==> config.mk <==
export PLATFORM = sky130hd
export DESIGN_NAME = draw_screen_top
export DESIGN_NICKNAME = d
export VERILOG_FILES = /design/src/hw/draw_pkg.sv /design/src/hw/vga_timing_if.sv /design/src/hw/title_renderer.sv /design/src/hw/caption_locator.sv /design/src/hw/tile_renderer.sv /design/src/hw/pixel_mixer.sv /design/src/hw/draw_screen_top.sv
export SDC_FILE = /design/constraint.sdc
export NUM_CORES = 1
export LEC_CHECK = 0
export BUFFER_PORTS_ARGS = -buffer_cell sky130_fd_sc_hd__buf_2
export CAP_MARGIN = 20
export CELL_PAD_IN_SITES_DETAIL_PLACEMENT = 1
export CELL_PAD_IN_SITES_GLOBAL_PLACEMENT = 2
export CORE_ASPECT_RATIO = 2
export CORE_MARGIN = 1
export CORE_UTILIZATION = 33
export DETAILED_ROUTE_END_ITERATION = 10
export HOLD_SLACK_MARGIN = 0.02
export MAX_ROUTING_LAYER = met4
export PLACE_DENSITY = 0.89
export SLEW_MARGIN = 20
export SYNTH_ARGS = -nofsm -noshare
export SYNTH_HDL_FRONTEND = slang
export SYNTH_HIERARCHICAL = 1
export SYNTH_SLANG_ARGS = --single-unit
==> constraint.sdc <==
create_clock -name pclk -period 4.9 [get_ports pclk]
set_input_delay 0.735 -clock pclk [delete_from_list [all_inputs] [get_ports pclk]]
set_output_delay 0.735 -clock pclk [all_outputs]
set_load 0.05 [all_outputs]
==> src/hw/draw_pkg.sv <==
`default_nettype none

package draw_pkg;

    //////////////////////////////////////////////////////////////////////
    // basic types
    //////////////////////////////////////////////////////////////////////

    typedef logic [10:0] coord_t;   // pixel counter
    typedef logic [11:0] rgb_t;     // 4 bits per channel, r g b

    typedef enum logic [1:0]
    {
        SCREEN_START,
        SCREEN_CHOICE,
        SCREEN_BLANK
    } screen_t;

    typedef enum logic
    {
        STROKE_H,
        STROKE_V
    } stroke_dir_t;

    // pos is y for a horizontal stroke, x for a vertical one
    typedef struct packed
    {
        stroke_dir_t dir;
        coord_t      pos;
        coord_t      span_lo;       // inclusive
        coord_t      span_hi;       // inclusive
    } stroke_t;

    //////////////////////////////////////////////////////////////////////
    // title: block letters T I C T A C T O E
    //////////////////////////////////////////////////////////////////////

    localparam coord_t TITLE_X_OFS = 11'd100;
    localparam coord_t TITLE_Y_OFS = 11'd100;
    localparam int     NUM_STROKES = 25;

    // coordinates before offset, rows 100 / 150 / 200
    localparam stroke_t TITLE_STROKES [NUM_STROKES] = '{
        '{STROKE_H, 11'd100, 11'd30,  11'd100},  // T top
        '{STROKE_V, 11'd65,  11'd100, 11'd200},  // T stem
        '{STROKE_V, 11'd120, 11'd100, 11'd200},  // I
        '{STROKE_V, 11'd140, 11'd100, 11'd200},  // C left
        '{STROKE_H, 11'd100, 11'd140, 11'd210},
        '{STROKE_H, 11'd200, 11'd140, 11'd210},
        '{STROKE_H, 11'd100, 11'd250, 11'd320},  // T top
        '{STROKE_V, 11'd285, 11'd100, 11'd200},
        '{STROKE_V, 11'd340, 11'd100, 11'd200},  // A sides
        '{STROKE_V, 11'd410, 11'd100, 11'd200},
        '{STROKE_H, 11'd100, 11'd340, 11'd410},
        '{STROKE_H, 11'd150, 11'd340, 11'd410},  // A middle bar
        '{STROKE_V, 11'd430, 11'd100, 11'd200},  // C left
        '{STROKE_H, 11'd100, 11'd430, 11'd500},
        '{STROKE_H, 11'd200, 11'd430, 11'd500},
        '{STROKE_H, 11'd100, 11'd540, 11'd610},  // T top
        '{STROKE_V, 11'd575, 11'd100, 11'd200},
        '{STROKE_V, 11'd630, 11'd100, 11'd200},  // O sides
        '{STROKE_V, 11'd700, 11'd100, 11'd200},
        '{STROKE_H, 11'd100, 11'd630, 11'd700},
        '{STROKE_H, 11'd200, 11'd630, 11'd700},
        '{STROKE_V, 11'd720, 11'd100, 11'd200},  // E spine
        '{STROKE_H, 11'd100, 11'd720, 11'd790},
        '{STROKE_H, 11'd150, 11'd720, 11'd790},
        '{STROKE_H, 11'd200, 11'd720, 11'd790}
    };

    //////////////////////////////////////////////////////////////////////
    // tiles, bounds inclusive
    //////////////////////////////////////////////////////////////////////

    localparam coord_t START_TILE_X0   = 11'd320;
    localparam coord_t START_TILE_X1   = 11'd480;
    localparam coord_t START_TILE_Y0   = 11'd400;
    localparam coord_t START_TILE_YMID = 11'd480;  // last yellow row
    localparam coord_t START_TILE_Y1   = 11'd560;

    localparam coord_t CHOICE_TILE_Y0   = 11'd450;
    localparam coord_t CHOICE_TILE_Y1   = 11'd550;
    localparam coord_t CHOICE_LEFT_X0   = 11'd300;
    localparam coord_t CHOICE_LEFT_X1   = 11'd400;
    localparam coord_t CHOICE_RIGHT_X0  = 11'd650;
    localparam coord_t CHOICE_RIGHT_X1  = 11'd750;

    //////////////////////////////////////////////////////////////////////
    // caption boxes, upper bounds exclusive
    //////////////////////////////////////////////////////////////////////

    localparam coord_t START_CAP_X  = 11'd490;
    localparam coord_t START_CAP_Y  = 11'd600;
    localparam coord_t START_CAP_W  = 11'd40;
    localparam coord_t CHOICE_CAP_X = 11'd470;
    localparam coord_t CHOICE_CAP_Y = 11'd300;
    localparam coord_t CHOICE_CAP_W = 11'd110;
    localparam coord_t CAP_H        = 11'd15;
    localparam int     GLYPH_W      = 8;

    // colours
    localparam rgb_t RED          = 12'hf00;
    localparam rgb_t YELLOW       = 12'hff0;
    localparam rgb_t BLUE         = 12'h00f;
    localparam rgb_t LETTER_COLOR = 12'h333;
    localparam rgb_t CAPTION_BG   = 12'heee;
    localparam rgb_t BACKGROUND   = 12'h888;

endpackage

`default_nettype wire

==> src/hw/vga_timing_if.sv <==
`timescale 1ns/1ps
`default_nettype none

// one pixel worth of vga timing, as seen at one point of the chain
interface vga_timing_if (input wire pclk);

    import draw_pkg::*;

    coord_t hcount;
    coord_t vcount;
    logic   hsync;
    logic   vsync;
    logic   hblnk;
    logic   vblnk;

    modport src (
        input  pclk,
        output hcount, vcount, hsync, vsync, hblnk, vblnk
    );

    modport snk (
        input  pclk,
        input  hcount, vcount, hsync, vsync, hblnk, vblnk
    );

endinterface

`default_nettype wire

==> src/hw/title_renderer.sv <==
`timescale 1ns/1ps
`default_nettype none

module title_renderer (
    vga_timing_if.snk timing,
    output logic      stroke_hit
);

    import draw_pkg::*;

    logic [NUM_STROKES-1:0] hits;   // one bit per stroke

    // one comparator pair per stroke, table coords shifted by the offset
    for (genvar i = 0; i < NUM_STROKES; i++)
    begin : g_stroke
        localparam stroke_t S = TITLE_STROKES[i];

        if (S.dir == STROKE_H)
        begin : g_horiz
            localparam coord_t ROW = S.pos + TITLE_Y_OFS;
            localparam coord_t LO  = S.span_lo + TITLE_X_OFS;
            localparam coord_t HI  = S.span_hi + TITLE_X_OFS;

            assign hits[i] = (timing.vcount == ROW)
                             && (timing.hcount >= LO)
                             && (timing.hcount <= HI);
        end
        else
        begin : g_vert
            localparam coord_t COL = S.pos + TITLE_X_OFS;
            localparam coord_t LO  = S.span_lo + TITLE_Y_OFS;
            localparam coord_t HI  = S.span_hi + TITLE_Y_OFS;

            assign hits[i] = (timing.hcount == COL)
                             && (timing.vcount >= LO)
                             && (timing.vcount <= HI);
        end
    end

    assign stroke_hit = |hits;

endmodule

`default_nettype wire

==> src/hw/caption_locator.sv <==
`timescale 1ns/1ps
`default_nettype none

module caption_locator (
    vga_timing_if.snk          timing,
    input  wire                start_en,
    input  wire                choice_en,
    input  wire  [7:0]         char_pixels,
    output draw_pkg::screen_t  screen,
    output logic               cap_hit,
    output logic               glyph_on,
    output logic [7:0]         char_xy,
    output logic [3:0]         char_line
);

    import draw_pkg::*;

    coord_t     cap_x0;
    coord_t     cap_y0;
    coord_t     cap_w;          // zero width means no box
    coord_t     row;
    coord_t     col;
    logic [2:0] glyph_bit;

    // start_en low wins over choice_en
    always_comb
    begin
        if (!start_en)
            screen = SCREEN_START;
        else if (choice_en)
            screen = SCREEN_CHOICE;
        else
            screen = SCREEN_BLANK;
    end

    always_comb
    begin
        case (screen)
            SCREEN_START:
            begin
                cap_x0 = START_CAP_X;
                cap_y0 = START_CAP_Y;
                cap_w  = START_CAP_W;
            end
            SCREEN_CHOICE:
            begin
                cap_x0 = CHOICE_CAP_X;
                cap_y0 = CHOICE_CAP_Y;
                cap_w  = CHOICE_CAP_W;
            end
            default:
            begin
                cap_x0 = '0;
                cap_y0 = '0;
                cap_w  = '0;
            end
        endcase
    end

    assign row = timing.vcount - cap_y0;  // box relative
    assign col = timing.hcount - cap_x0;

    assign cap_hit = (timing.vcount >= cap_y0) && (timing.vcount < cap_y0 + CAP_H)
                     && (timing.hcount >= cap_x0) && (timing.hcount < cap_x0 + cap_w);

    // font rom address, 16 rows per glyph
    assign char_xy   = {row[7:4], col[6:3]};
    assign char_line = row[3:0];

    // msb of the font byte is the leftmost column
    assign glyph_bit = 3'(GLYPH_W - 1) - 3'(col % GLYPH_W);
    assign glyph_on  = char_pixels[glyph_bit];

    a_screen_valid : assert property (@(posedge timing.pclk)
        screen inside {SCREEN_START, SCREEN_CHOICE, SCREEN_BLANK})
        else $error("caption_locator: screen out of range");

endmodule

`default_nettype wire

==> src/hw/tile_renderer.sv <==
`timescale 1ns/1ps
`default_nettype none

module tile_renderer (
    vga_timing_if.snk          timing,
    input  wire draw_pkg::screen_t screen,
    output logic               tile_hit,
    output draw_pkg::rgb_t     tile_color
);

    import draw_pkg::*;

    logic in_start_block;
    logic in_choice_rows;
    logic in_left;
    logic in_right;

    // 2x2 block on the start screen
    assign in_start_block = (timing.hcount >= START_TILE_X0)
                            && (timing.hcount <= START_TILE_X1)
                            && (timing.vcount >= START_TILE_Y0)
                            && (timing.vcount <= START_TILE_Y1);

    assign in_choice_rows = (timing.vcount >= CHOICE_TILE_Y0)
                            && (timing.vcount <= CHOICE_TILE_Y1);
    assign in_left  = (timing.hcount >= CHOICE_LEFT_X0) && (timing.hcount <= CHOICE_LEFT_X1);
    assign in_right = (timing.hcount >= CHOICE_RIGHT_X0) && (timing.hcount <= CHOICE_RIGHT_X1);

    always_comb
    begin
        tile_hit   = 1'b0;
        tile_color = '0;
        case (screen)
            SCREEN_START:
            begin
                if (in_start_block)
                begin
                    tile_hit   = 1'b1;
                    tile_color = (timing.vcount <= START_TILE_YMID) ? YELLOW : BLUE;
                end
            end
            SCREEN_CHOICE:
            begin
                if (in_choice_rows && in_left)
                begin
                    tile_hit   = 1'b1;
                    tile_color = BLUE;      // left choice
                end
                else if (in_choice_rows && in_right)
                begin
                    tile_hit   = 1'b1;
                    tile_color = YELLOW;
                end
            end
            default:
            begin
                tile_hit = 1'b0;    // blank screen, nothing drawn
            end
        endcase
    end

    a_no_tile_on_blank : assert property (@(posedge timing.pclk)
        (screen == SCREEN_BLANK) |-> !tile_hit)
        else $error("tile_renderer: tile hit on blank screen");

endmodule

`default_nettype wire

==> src/hw/pixel_mixer.sv <==
`timescale 1ns/1ps
`default_nettype none

module pixel_mixer (
    input  wire                    pclk,
    input  wire                    rst,
    vga_timing_if.snk              timing_in,
    input  wire draw_pkg::screen_t screen,
    input  wire                    cap_hit,
    input  wire                    glyph_on,
    input  wire                    stroke_hit,
    input  wire                    tile_hit,
    input  wire draw_pkg::rgb_t    tile_color,
    vga_timing_if.src              timing_out,
    output draw_pkg::rgb_t         rgb_out
);

    import draw_pkg::*;

    rgb_t rgb_nxt;

    //////////////////////////////////////////////////////////////////////
    // colour priority
    //////////////////////////////////////////////////////////////////////

    always_comb
    begin
        if (cap_hit)
            rgb_nxt = glyph_on ? LETTER_COLOR : CAPTION_BG;
        else if (stroke_hit && (screen == SCREEN_START))
            rgb_nxt = RED;          // title only on start screen
        else if (tile_hit)
            rgb_nxt = tile_color;
        else
            rgb_nxt = BACKGROUND;
    end

    //////////////////////////////////////////////////////////////////////
    // output stage, timing and colour stay aligned
    //////////////////////////////////////////////////////////////////////

    always_ff @(posedge pclk)
    begin
        if (rst)
        begin
            timing_out.hcount <= '0;
            timing_out.vcount <= '0;
            timing_out.hsync  <= 1'b0;
            timing_out.vsync  <= 1'b0;
            timing_out.hblnk  <= 1'b0;
            timing_out.vblnk  <= 1'b0;
            rgb_out           <= '0;
        end
        else
        begin
            timing_out.hcount <= timing_in.hcount;
            timing_out.vcount <= timing_in.vcount;
            timing_out.hsync  <= timing_in.hsync;
            timing_out.vsync  <= timing_in.vsync;
            timing_out.hblnk  <= timing_in.hblnk;
            timing_out.vblnk  <= timing_in.vblnk;
            rgb_out           <= rgb_nxt;
        end
    end

    // a reset cycle leaves a quiet output
    a_reset_quiet : assert property (@(posedge pclk)
        rst |=> (!timing_out.hsync && !timing_out.vsync
                 && !timing_out.hblnk && !timing_out.vblnk && (rgb_out == '0)))
        else $error("pixel_mixer: outputs not cleared after reset");

endmodule

`default_nettype wire

==> src/hw/draw_screen_top.sv <==
`timescale 1ns/1ps
`default_nettype none

module draw_screen_top (
    input  wire                   pclk,
    input  wire                   rst,
    input  wire draw_pkg::coord_t hcount_in,
    input  wire draw_pkg::coord_t vcount_in,
    input  wire                   hsync_in,
    input  wire                   vsync_in,
    input  wire                   hblnk_in,
    input  wire                   vblnk_in,
    input  wire                   start_en,
    input  wire                   choice_en,
    input  wire [7:0]             char_pixels,
    output draw_pkg::coord_t      hcount_out,
    output draw_pkg::coord_t      vcount_out,
    output logic                  hsync_out,
    output logic                  vsync_out,
    output logic                  hblnk_out,
    output logic                  vblnk_out,
    output draw_pkg::rgb_t        rgb_out,
    output logic [7:0]            char_xy,
    output logic [3:0]            char_line
);

    import draw_pkg::*;

    screen_t screen;
    logic    cap_hit;
    logic    glyph_on;
    logic    stroke_hit;
    logic    tile_hit;
    rgb_t    tile_color;

    vga_timing_if timing_in (.pclk(pclk));
    vga_timing_if timing_out (.pclk(pclk));

    // incoming pixel
    assign timing_in.hcount = hcount_in;
    assign timing_in.vcount = vcount_in;
    assign timing_in.hsync  = hsync_in;
    assign timing_in.vsync  = vsync_in;
    assign timing_in.hblnk  = hblnk_in;
    assign timing_in.vblnk  = vblnk_in;

    title_renderer u_title (
        .timing     (timing_in),
        .stroke_hit (stroke_hit)
    );

    caption_locator u_caption (
        .timing      (timing_in),
        .start_en    (start_en),
        .choice_en   (choice_en),
        .char_pixels (char_pixels),
        .screen      (screen),
        .cap_hit     (cap_hit),
        .glyph_on    (glyph_on),
        .char_xy     (char_xy),     // to font rom, same cycle
        .char_line   (char_line)
    );

    tile_renderer u_tiles (
        .timing     (timing_in),
        .screen     (screen),
        .tile_hit   (tile_hit),
        .tile_color (tile_color)
    );

    pixel_mixer u_mixer (
        .pclk       (pclk),
        .rst        (rst),
        .timing_in  (timing_in),
        .screen     (screen),
        .cap_hit    (cap_hit),
        .glyph_on   (glyph_on),
        .stroke_hit (stroke_hit),
        .tile_hit   (tile_hit),
        .tile_color (tile_color),
        .timing_out (timing_out),
        .rgb_out    (rgb_out)
    );

    // registered pixel, one cycle later
    assign hcount_out = timing_out.hcount;
    assign vcount_out = timing_out.vcount;
    assign hsync_out  = timing_out.hsync;
    assign vsync_out  = timing_out.vsync;
    assign hblnk_out  = timing_out.hblnk;
    assign vblnk_out  = timing_out.vblnk;

endmodule

`default_nettype wire

Word-level counts from Yosys, hierarchy flattened
Cells that the tools add are included.

storage, ports and cells
  register bits = 38
  bits of input ports = 38
  output and inout bits = 50
  logic and storage cells = 145

operators by class
  add/sub/neg operators = 5
  $lt $le $gt $ge = 34
  equality and inequality tests = 15
  muxes and demuxes = 20
  reductions and logical operators = 64

operator list
  operator                 number
  $mux W12                 8
  $le A11 B10 Y1 const B   7
  $le A11 B9 Y1 const B    7
  $ge A11 B9 Y1 const B    6
  $logic_and A1 B1 Y1      62
  $eq A11 B10 Y1 const B   5
  $eq A11 B8 Y1 const B    5
  $ge A11 B10 Y1 const B   5
  $eq A11 B9 Y1 const B    4
  $ge A11 B8 Y1 const B    3
  $reduce_or A25 Y1        1
  $pmux W12 S2             1
  $pmux W10 S2             1
  $pmux W9 S2              1
  $pmux W7 S2              1
  $add A10 B4 Y11 const B  1
  $ge A11 B10 Y1           1
  $ge A11 B9 Y1            1
  $le A11 B8 Y1 const B    1
  $lt A11 B10 Y1           1
  $lt A11 B11 Y1           1
  $add A9 B7 Y10           1
  $sub A8 B8 Y8            1
  $sub A7 B7 Y7            1
  other kinds (8)          12

Depth between registers and ports, before layout
Gate-level depths: netlist of the first run.

  depth after elaboration = 10
  depth in mapped cells = 12
  gate-level depth less buffers = 11

Modules after synthesis
The synthesis of the first run kept the hierarchy.

modules (own cells, without submodules)
  module           instances  cells an instance  area each (um2)
  pixel_mixer      1          100                1173.6
  caption_locator  1          122                943.4
  title_renderer   1          126                803.3
  tile_renderer    1          54                 380.4

Worst setup path before layout of the first run
Ideal clock, no wire load.

  path kind = input to output
  from = input port choice_en
  to = output port char_xy[6]
  arrival = 2.588 ns
  required time = 4.165 ns
  setup slack = 1.577 ns
  stages = 8
  cells stage by stage = nand2_1 > inv_1 > ha_1 > fa_1 > inv_1 > a21o_1 > a21oi_1 > xnor2_1

on the way
  longest elaborated chain between the ends = 5
  elaborated cells between the ends (all ways) = 6

ends and longest elaborated chain
  item                                                     RTL line               source
  start, declared                                          draw_screen_top.sv:14  input wire choice_en,
  $mux W2 (*)                                              caption_locator.sv:30  else if (choice_en)
  $mux W2 (*)                                              caption_locator.sv:28  if (!start_en)
  named net screen[0]                                      draw_screen_top.sv:29  screen_t screen;
  $eq A2 B1 Y1 / $logic_not A2 Y1 (equally long branches)  caption_locator.sv:38  case (screen)
  $pmux W10 S2 (*)                                         caption_locator.sv:38
  $sub A8 B8 Y8 (*)                                        caption_locator.sv:60  assign row = timing.vcount - cap_y0;
  end, declared                                            draw_screen_top.sv:23  output logic [7:0] char_xy,

The timed path passes the listed nets; every way through them passes the cells marked *.

Worst setup path in the final report of the first run
  from = input port start_en
  to = output port char_xy[7]

on the way
  longest elaborated chain between the ends = 4
  elaborated cells between the ends (all ways) = 5

ends and longest elaborated chain
  item                                                     RTL line               source
  start, declared                                          draw_screen_top.sv:13  input wire start_en,
  $mux W2 (*)                                              caption_locator.sv:28
  $eq A2 B1 Y1 / $logic_not A2 Y1 (equally long branches)  caption_locator.sv:38
  $pmux W10 S2 (*)                                         caption_locator.sv:38
  $sub A8 B8 Y8 (*)                                        caption_locator.sv:60

Every way passes the cells marked *; elsewhere a longest branch is shown, timed or not.

==> metrics.csv, run 1 <==
metric;value;unit
initial_core_util;34.03;%
synth_edf_count;0;
finalCritPeriodShare;70.46;%
worstPathMaxFanout;12;
rows;51;
endpoint_kind;output pin;
clk_pin_slew_worst_paths;0.06;ns
grt_remaining_overflow;0;
hold_ws;0.6664;ns
timing.final.ws_setup;1.448;ns
cts_max_path_buffers;2;
root_buffer;clkbuf_16;
clock.fmax;289.7;MHz
postCtsSetupBuffers;0;
fp.dieW;72.72;um
dp_cells;591;
outcome;complete, no violations;
drive_above_1_share;23.98;%
ir_worst_vdd;129.4;uV
postSynthCellCount;402;
fill_cells;1261;
grt_max_degree;42;
clock-sinks;38;
die_area;0.01043;mm2
postPlaceCellArea;0.003730;mm2
multi_input_area;0.002290;mm2
power.density;256.1;mW/mm2
rsz0062_at_grt;no;
vias_per_cell;5.720;
cts_max_level;2;
hold_viol;0;
critPathLaunch;start_en;
syn_to_final_growth;17.59;%
power_frac_comb;35.2;%
dp_slack;1.245;ns
cts_tree;yes;
port_buffers;87;
regArea;760.7;um2
drt-initial-drc-count;153;
synth_area;0.003301;mm2
num_vias;3426;
finalSetupViolCount;0;
switching_share;36.93;%
wire_per_inst;17.53;um
syn_area_per_cell;8.211;um2
ys_seq_elements;38;
p_switching;367.0;uW
p_int;626.9;uW
min_from;hsync_in;
antenna_found_initial;0;
critPathKind;input port to output pin;
slew_headroom;40.69;%
totalWireLength;10.50;mm
hpwlAfterDp;8.005;mm
grt_pass1_wl;16.50;mm
grt_pass1_vias;3326;
ctsHoldBuffers;0;
gp_congestion;0.8729;
diodes;0;
worstSetupStartpointType;input port;
power.total;993.9;uW
fin_area;0.003881;mm2
drv_slew;0;
grt.total_usage;20.67;%
ys.flop_type;dfxtp_1;
drcViolationCount;0;
total_leakage_power;1.680;nW
worst_pin_slew;0.8804;ns
ant_nets;0;
cp.arrival;2.72;ns
core_area;0.009699;mm2
finalCriticalPeriod;3.452;ns
numCtsBuffers;5;
final_util;40.02;%
seq_area_frac_synth;23.05;%
synth_warnings;6;
clockPowerShare;32.1;%
synth_cell_types;75;
post_cts_resized;0;
die_h;143.4;um
first_pass_iters;6;
layoutNonFillerInstCount;599;
async_flop_share;0;%
finalSetupTns;0;ns
fin_nets;532;
pwr-share-seq;32.7;%
io_pins;88;
hold_class;input port to flop;
drv_cap;0;
required;4.16;ns
[path summary, 6_finish.rpt]
| kind | end | slack, ns | depth (start not counted) |
|---|---|---|---|
| hold / removal | u_mixer/timing_out.hsync | 0.67 | 2 |
| setup / recovery | char_xy[7] | 1.45 | 10 |
[cells in the mapped netlist (all sizes together) (3+ instances only)]
cell | instances | area (um2)
nand3 | 9 | 45.04
nor3 | 10 | 50.05
o32ai | 4 | 35.03
o311ai | 3 | 26.28
xnor2 | 3 | 26.28
o21ai | 15 | 75.07
a22oi | 3 | 27.52
a32oi | 4 | 35.03
nand4 | 7 | 43.79
and3 | 4 | 25.02
a211oi | 4 | 30.03
nand2b | 14 | 87.58
a31oi | 4 | 25.02
nand2 | 25 | 93.84
ha | 26 | 325.3
o211a | 3 | 30.03
nand3b | 4 | 30.03
mux2i | 3 | 30.03
o31a | 3 | 26.28
and2 | 3 | 18.77
a21oi | 16 | 80.08
o21a | 3 | 22.52
clkbuf | 16 | 60.06
o2111ai | 4 | 35.03
nor3b | 5 | 42.54
a2111oi | 3 | 26.28
buf | 16 | 118.9
nor2b | 34 | 212.7
dfxtp | 38 | 760.7
o22ai | 3 | 18.77
or3b | 5 | 48.80
nor4 | 8 | 56.30
a21boi | 3 | 22.52
nor2 | 17 | 63.81
inv | 21 | 78.83
o41ai | 6 | 52.55
or4 | 5 | 45.04
o31ai | 6 | 45.04
and4b | 4 | 40.04
or3 | 4 | 25.02
a21o | 4 | 30.03
[metal layers]
layer  routed length [um]  vias up  global-route usage [%]
li1                     -     1625                       -
met2                 5932       93                   39.15
met1                 3923     1682                   21.08
met3                  313       26                   1.823
met5                    0        -                       -
met4                  331        0                   8.669
[power groups by stage]
stage	clock network [mW]	registers (mW)	logic (mW)
6_report	0.319	0.325	0.349
3_5_place_dp	0	0.332	0.349
3_3_place_gp	0	0.332	0.342
4_1_cts	0.324	0.326	0.351
5_1_grt	0.336	0.326	0.376
2_1_floorplan	0	0.380	0.199
[layout make-up]
cell class	instances	share of cell area, %
inverter	21	2.031
clock inverter	2	0.3224
clock buffer	6	3.578
tap	132	4.255
multi-input combinational	313	58.99
sequential	38	19.60
timing repair buffer	87	11.22
[cell usage in the layout (no fill, tap or decap), types with 5 or more instances in the layout]
cell and n:
dfxtp_1 38, nor4_1 7, nand2b_1 14, o31ai_1 6
nor2b_1 34, nand4_1 7, a21oi_1 16, o21ai_0 15
nor2_1 17, nand3_1 9, clkbuf_16 5, nand2_1 25
inv_1 21, nor3_1 10, buf_2 87, o41ai_1 6
ha_1 26
[kinds of logic (layout without fill, tap and decap cells)]
| kind of cell | Yosys count | in the layout | share of synthesized area (%) |
|---|---|---|---|
| AOI/OAI and AO/OA | 105 | 105 | 23.62 |
| xor gates and xnor gates | 4 | 4 | 1.062 |
| adders and majority gates | 28 | 28 | 11.07 |
| buffers and inverters | 53 | 116 | 7.809 |
| DFF | 38 | 38 | 23.05 |
| muxes | 6 | 6 | 2.616 |
| other | 1 | 3 | 0.1136 |
| and+or+nand+nor | 167 | 167 | 30.67 |
[flip-flops by register name, summed over array words and instances, names as in the netlist]
name,cells
u_mixer/timing_out.vblnk,1
u_mixer/timing_out.hsync,1
u_mixer/rgb_out,12
u_mixer/timing_out.vsync,1
u_mixer/timing_out.hcount,11
u_mixer/timing_out.vcount,11
u_mixer/timing_out.hblnk,1
[worst max-delay path: stages]
cell and delay (ns):
buf_2 0.23, nand2b_1 0.19, inv_1 0.20, ha_1 0.27
nor2b_1 0.15, o21a_1 0.18, o21a_1 0.20, mux2i_1 0.14
and3_1 0.15, buf_2 0.26
No activity file was read; power rests on OpenSTA's default activity.
==> run 2: changes to the inputs <==
CORE_UTILIZATION = 28   (was 33)
PLACE_DENSITY = 0.81   (was 0.89)
clock period = 3.1 ns   (was 4.9 ns; I/O delays follow)
==> run 2 against run 1 <==
  * Worst hold slack lost 0.27 ns
  * First-iteration DRC count decreased by 11%
  * Routed wire length is 12% higher
  * Non-clock buffer count is 36 higher
  * Setup slack got worse by 1.2 ns
  * Final area grew 7.2%
  * Combinational power increased by 70%
  * Sequential share of layout area fell by 1.3 points
  * Die area rose by 17%
==> metrics.csv, run 2 (synthesis gave the netlist of run 1 again) <==
metric;value;unit
io_pins;88;
diodes;0;
layout_commonest_cell;buf_2;
grt_pass1_wl;18.37;mm
cts_max_level;2;
outcome;complete, no violations;
postCtsSetupBuffers;0;
clock-sinks;38;
worstSetupStartpointType;input port;
num_vias;3510;
hold_class;input port to flop;
finalSetupViolCount;0;
power.density;382.8;mW/mm2
rsz0062_at_grt;no;
grt.total_usage;19.86;%
gp_congestion;0.9379;
hold_viol;0;
final_cell_mix;buf_2 (87), dfxtp_1 (38), buf_4 (36);
fill_cells;1449;
fin_area;0.004159;mm2
worst_pin_slew;0.6674;ns
ant_nets;0;
port_buffers;87;
finalCritPeriodShare;92.21;%
met1_usage;18.04;%
use_met3;1.287;%
core_area;0.01142;mm2
fin_nets;568;
die_h;155.5;um
initial_core_util;28.89;%
syn_to_final_growth;26.00;%
largest_register_ffs;12;
ctsHoldBuffers;0;
drv_cap;0;
hpwlAfterDp;9.626;mm
numCtsBuffers;5;
vias_per_cell;5.442;
cts_tree;yes;
grt-busiest-layer;met2;
totalWireLength;11.75;mm
grt_use_met2;39.01;%
postPlaceCellArea;0.004013;mm2
critPathKind;input port to output pin;
power.total;1.592;mW
antenna_found_initial;0;
grt_max_degree;42;
die_area;0.01225;mm2
drt-initial-drc-count;136;
grt_pass1_vias;3708;
largest-register;u_mixer/rgb_out;
total_leakage_power;1.853;nW
drcViolationCount;0;
slew_headroom;55.50;%
clock.fmax;349.8;MHz
endpoint_kind;output pin;
post_cts_resized;0;
required;2.63;ns
drive_above_1_share;29.42;%
finalCriticalPeriod;2.859;ns
clk_pin_slew_worst_paths;0.06;ns
reg.largest.list;u_mixer/rgb_out (12), u_mixer/timing_out.hcount (11), u_mixer/timing_out.vcount (11);
wire_per_inst;18.22;um
cp.arrival;2.39;ns
grt_remaining_overflow;0;
drv_slew;0;
rows;55;
worstPathMaxFanout;3;
ir_worst_vdd;264.9;uV
cts_max_path_buffers;2;
fp.dieW;78.77;um
root_buffer;clkbuf_16;
finalSetupTns;0;ns
first_pass_iters;4;
[run 2: changes by cell type in the layout (fill, tap and decap cells not counted), sizes merged]
cell and delta:
clkinv +1, clkbuf -1, buf +36
[run 2: metrics by stage]
step	hold WS [ns]	setup WS, ns	utilization, %	instances
2_1_floorplan	0.5932	0.3169	-	404
3_3_place_gp	0.6779	0.01260	35.13	637
3_5_place_dp	0.6823	-0.02784	35.13	637
4_1_cts	0.3873	0.2431	36.41	645
5_1_grt	0.4102	0.08269	36.41	645
6_report	0.3962	0.2415	36.41	645
[run 2: path summary, 6_finish.rpt]
| check | from | cells after the start | to | slack [ns] |
|---|---|---|---|---|
| setup / recovery | choice_en | 11 | char_xy[7] | 0.24 |
| hold / removal | vblnk_in | 2 | u_mixer/timing_out.vblnk | 0.40 |
[run 2: layout make-up]
class,count,area (um2),share of cell area [%]
Tap cell,142,177.7,4.272
Inverter,21,78.83,1.895
Clock inverter,3,21.27,0.5114
Timing Repair Buffer,123,705.7,16.97
Clock buffer,5,125.1,3.008
Sequential cell,38,760.7,18.29
Multi-Input combinational cell,313,2290,55.05
[run 2: critical path, cell delays in order]
cell and delay (ns):
buf_2 0.10, nand2b_1 0.15, inv_1 0.10, buf_4 0.16, ha_1 0.28, nor2b_1 0.19, o21a_1 0.16, o21a_1 0.17
mux2i_1 0.19, and3_1 0.17, buf_2 0.26
[run 2: report_power, final]
| part | leakage (nW) | switching [mW] | internal, mW | total (mW) |
|---|---|---|---|---|
| registers | 0.315 | 0.00426 | 0.510 | 0.514 |
| clock network | 0.0698 | 0.190 | 0.297 | 0.487 |
| logic | 1.47 | 0.403 | 0.189 | 0.592 |
| total | 1.85 | 0.597 | 0.995 | 1.59 |
[run 2: routing by layer]
metal / vias to the layer above / wire (um)
met1: 1692 / 4160
met5: - / 0
met3: 31 / 328
met2: 91 / 6698
li1: 1696 / -
met4: 0 / 561
==> run 3: changes to the inputs <==
ABC_AREA = 1   (was not set)
CAP_MARGIN = not set   (was 20)
CORE_UTILIZATION = 25   (was 28)
==> run 3 against run 2 <==
  * Synthesized cell count is 67% higher
  * Worst hold slack worse by 0.0013 ns
  * Setup slack gained 0.071 ns
  * Sequential cell count is the same
  * Final area grew 8.6%
  * Routed wire length increased by 29%
  * Critical path depth up 3
  * Global-route usage grew 0.74 points
  * Largest power group unchanged
==> metrics.csv, run 3 <==
metric;value;unit
die_area;0.01584;mm2
cts_tree;yes;
first_pass_iters;6;
use_met3;1.306;%
clockPowerShare;29.6;%
synth_most_common_cell;nand2_1;
drv_slew;0;
fin_area;0.004518;mm2
required;2.63;ns
largest_register_ffs;12;
max_stage_delay;0.31;ns
slowest_stage;buf_2;
outcome;complete, no violations;
post_cts_resized;0;
syn_to_final_growth;18.05;%
totalWireLength;15.17;mm
switching_share;40.24;%
p_int;997.3;uW
grt_remaining_overflow;0;
clock-sinks;38;
grt_pass1_vias;4782;
slew_headroom;56.94;%
grt-busiest-layer;met2;
fin_nets;816;
drt-initial-drc-count;125;
synth_edf_count;0;
crit_top_cell;nand2_1;
total_leakage_power;2.508;nW
grt_use_met2;42.02;%
gp_congestion;0.9511;
syn_area_per_cell;5.687;um2
ys_seq_elements;38;
final_cell_mix;nand2_1 (186), nor2_1 (130), inv_1 (101);
critPathKind;input port to output pin;
postCtsSetupBuffers;0;
drcViolationCount;0;
root_buffer;clkbuf_16;
core_area;0.01490;mm2
initial_core_util;25.69;%
antenna_found_initial;0;
synth_common_cells;nand2_1 (186), nor2_1 (130), inv_1 (101), nand3_1 (59), dfxtp_1 (38);
timing.final.ws_setup;0.3129;ns
port_buffers;87;
grt_max_degree;39;
power.total;1.669;mW
dp_slack;0.2897;ns
yosys.area.top_type;dfxtp_1;
min_from;hsync_in;
largest-register;u_mixer/rgb_out;
ctsHoldBuffers;0;
finalCriticalPeriod;2.787;ns
final_util;30.33;%
grt_pass1_wl;23.67;mm
die_h;177.0;um
fp.dieW;89.49;um
synth_cell_types;40;
clk_pin_slew_worst_paths;0.05;ns
synth_warnings;6;
postPlaceCellArea;0.004370;mm2
p_switching;671.5;uW
met1_usage;16.91;%
synth_top_cell_area_share;19.88;%
clock.fmax;358.8;MHz
finalSetupViolCount;0;
vias_per_cell;4.753;
wire_per_inst;16.03;um
num_vias;4496;
critPathLaunch;start_en;
worstSetupEndpoint;char_xy[3];
cp.arrival;2.32;ns
worstSetupStartpointType;input port;
seq_area_frac_synth;19.88;%
io_pins;88;
drv_cap;0;
cts_max_level;2;
async_flop_share;0;%
grt.total_usage;20.60;%
ir_worst_vdd;178.9;uV
power.density;369.4;mW/mm2
hold_viol;0;
synth_area;0.003827;mm2
ys.flop_type;dfxtp_1;
worstPathMaxFanout;11;
rsz0062_at_grt;no;
hold_class;input port to flop;
cp_cell_sequence;buf_2 > inv_1 > nor2_1 > inv_1 > ha_1 > inv_1 > nand3_1 > nand2_1 > nand2_1 > nand2_1 > nand2_1 > nand2_1 > xor2_1 > buf_2;
diodes;0;
synth_area_leaders;dfxtp_1 (20%), nand2_1 (18%), nor2_1 (13%);
postSynthCellCount;673;
finalSetupTns;0;ns
hpwlAfterDp;12.58;mm
critPathTopFamily;buffers and inverters;
reg.largest.list;u_mixer/rgb_out (12), u_mixer/timing_out.hcount (11), u_mixer/timing_out.vcount (11);
endpoint_kind;output pin;
numCtsBuffers;5;
rows;63;
cp_num_cells;14;
power_frac_comb;39.3;%
finalCritPeriodShare;89.91;%
cts_max_path_buffers;2;
ant_nets;0;
pwr-share-seq;31.1;%
drive_above_1_share;16.25;%
worst_pin_slew;0.6460;ns
crit_buf_inv;5;
layout_commonest_cell;nand2_1;
run 3: cells by family (layout without fill, tap and decap cells):
group                      Yosys count  in the layout  synth area share, %
AOI/OAI and AO/OA                   52             52                7.487
adders and majority gates           28             28                9.546
buffers and inverters              131            207                15.23
DFF                                 38             38                19.88
xor gates and xnor gates             8              8                1.831
and+or+nand+nor                    414            414                45.67
other                                1              3              0.09798
muxes                                1              1               0.2615
run 3: power by group through the flow:
stage | Clock [mW] | Combinational, mW | Sequential (mW)
floorplan | 0 | 0.362 | 0.612
global placement | 0 | 0.652 | 0.528
global route | 0.530 | 0.719 | 0.521
detailed placement | 0 | 0.661 | 0.529
CTS | 0.510 | 0.664 | 0.519
finish | 0.495 | 0.656 | 0.518
run 3: how the worst min path moves through the flow:
stage	cells after the start	slack [ns]	end
global route	3	0.41	u_mixer/timing_out.vblnk
global placement	3	0.67	u_mixer/timing_out.vblnk
detailed placement	3	0.68	u_mixer/timing_out.hblnk
CTS	3	0.39	u_mixer/timing_out.hsync
floorplan	2	0.57	u_mixer/timing_out.hblnk
finish	3	0.39	u_mixer/timing_out.hsync
run 3: final cells by class:
type / instances / area (um2)
clock inverters: 1 / 5.005
fillers: 2036 / 10380
repair buffers: 90 / 457.9
inverters: 109 / 416.7
clock buffers: 7 / 142.6
well taps: 195 / 244.0
multi-input cells: 506 / 2491
flip-flops and latches: 38 / 760.7
run 3: per-stage QoR:
step / hold WS (ns) / cells
floorplan: 0.5720 / 675
global placement: 0.6713 / 938
detailed placement: 0.6781 / 938
CTS: 0.3924 / 946
global route: 0.4112 / 946
finish: 0.3949 / 946
run 3: per-layer routing:
metal | routed length [um] | vias to the layer above
met4 | 930 | 0
met5 | 0 | -
met1 | 4977 | 2090
met3 | 381 | 54
li1 | - | 2224
met2 | 8877 | 128
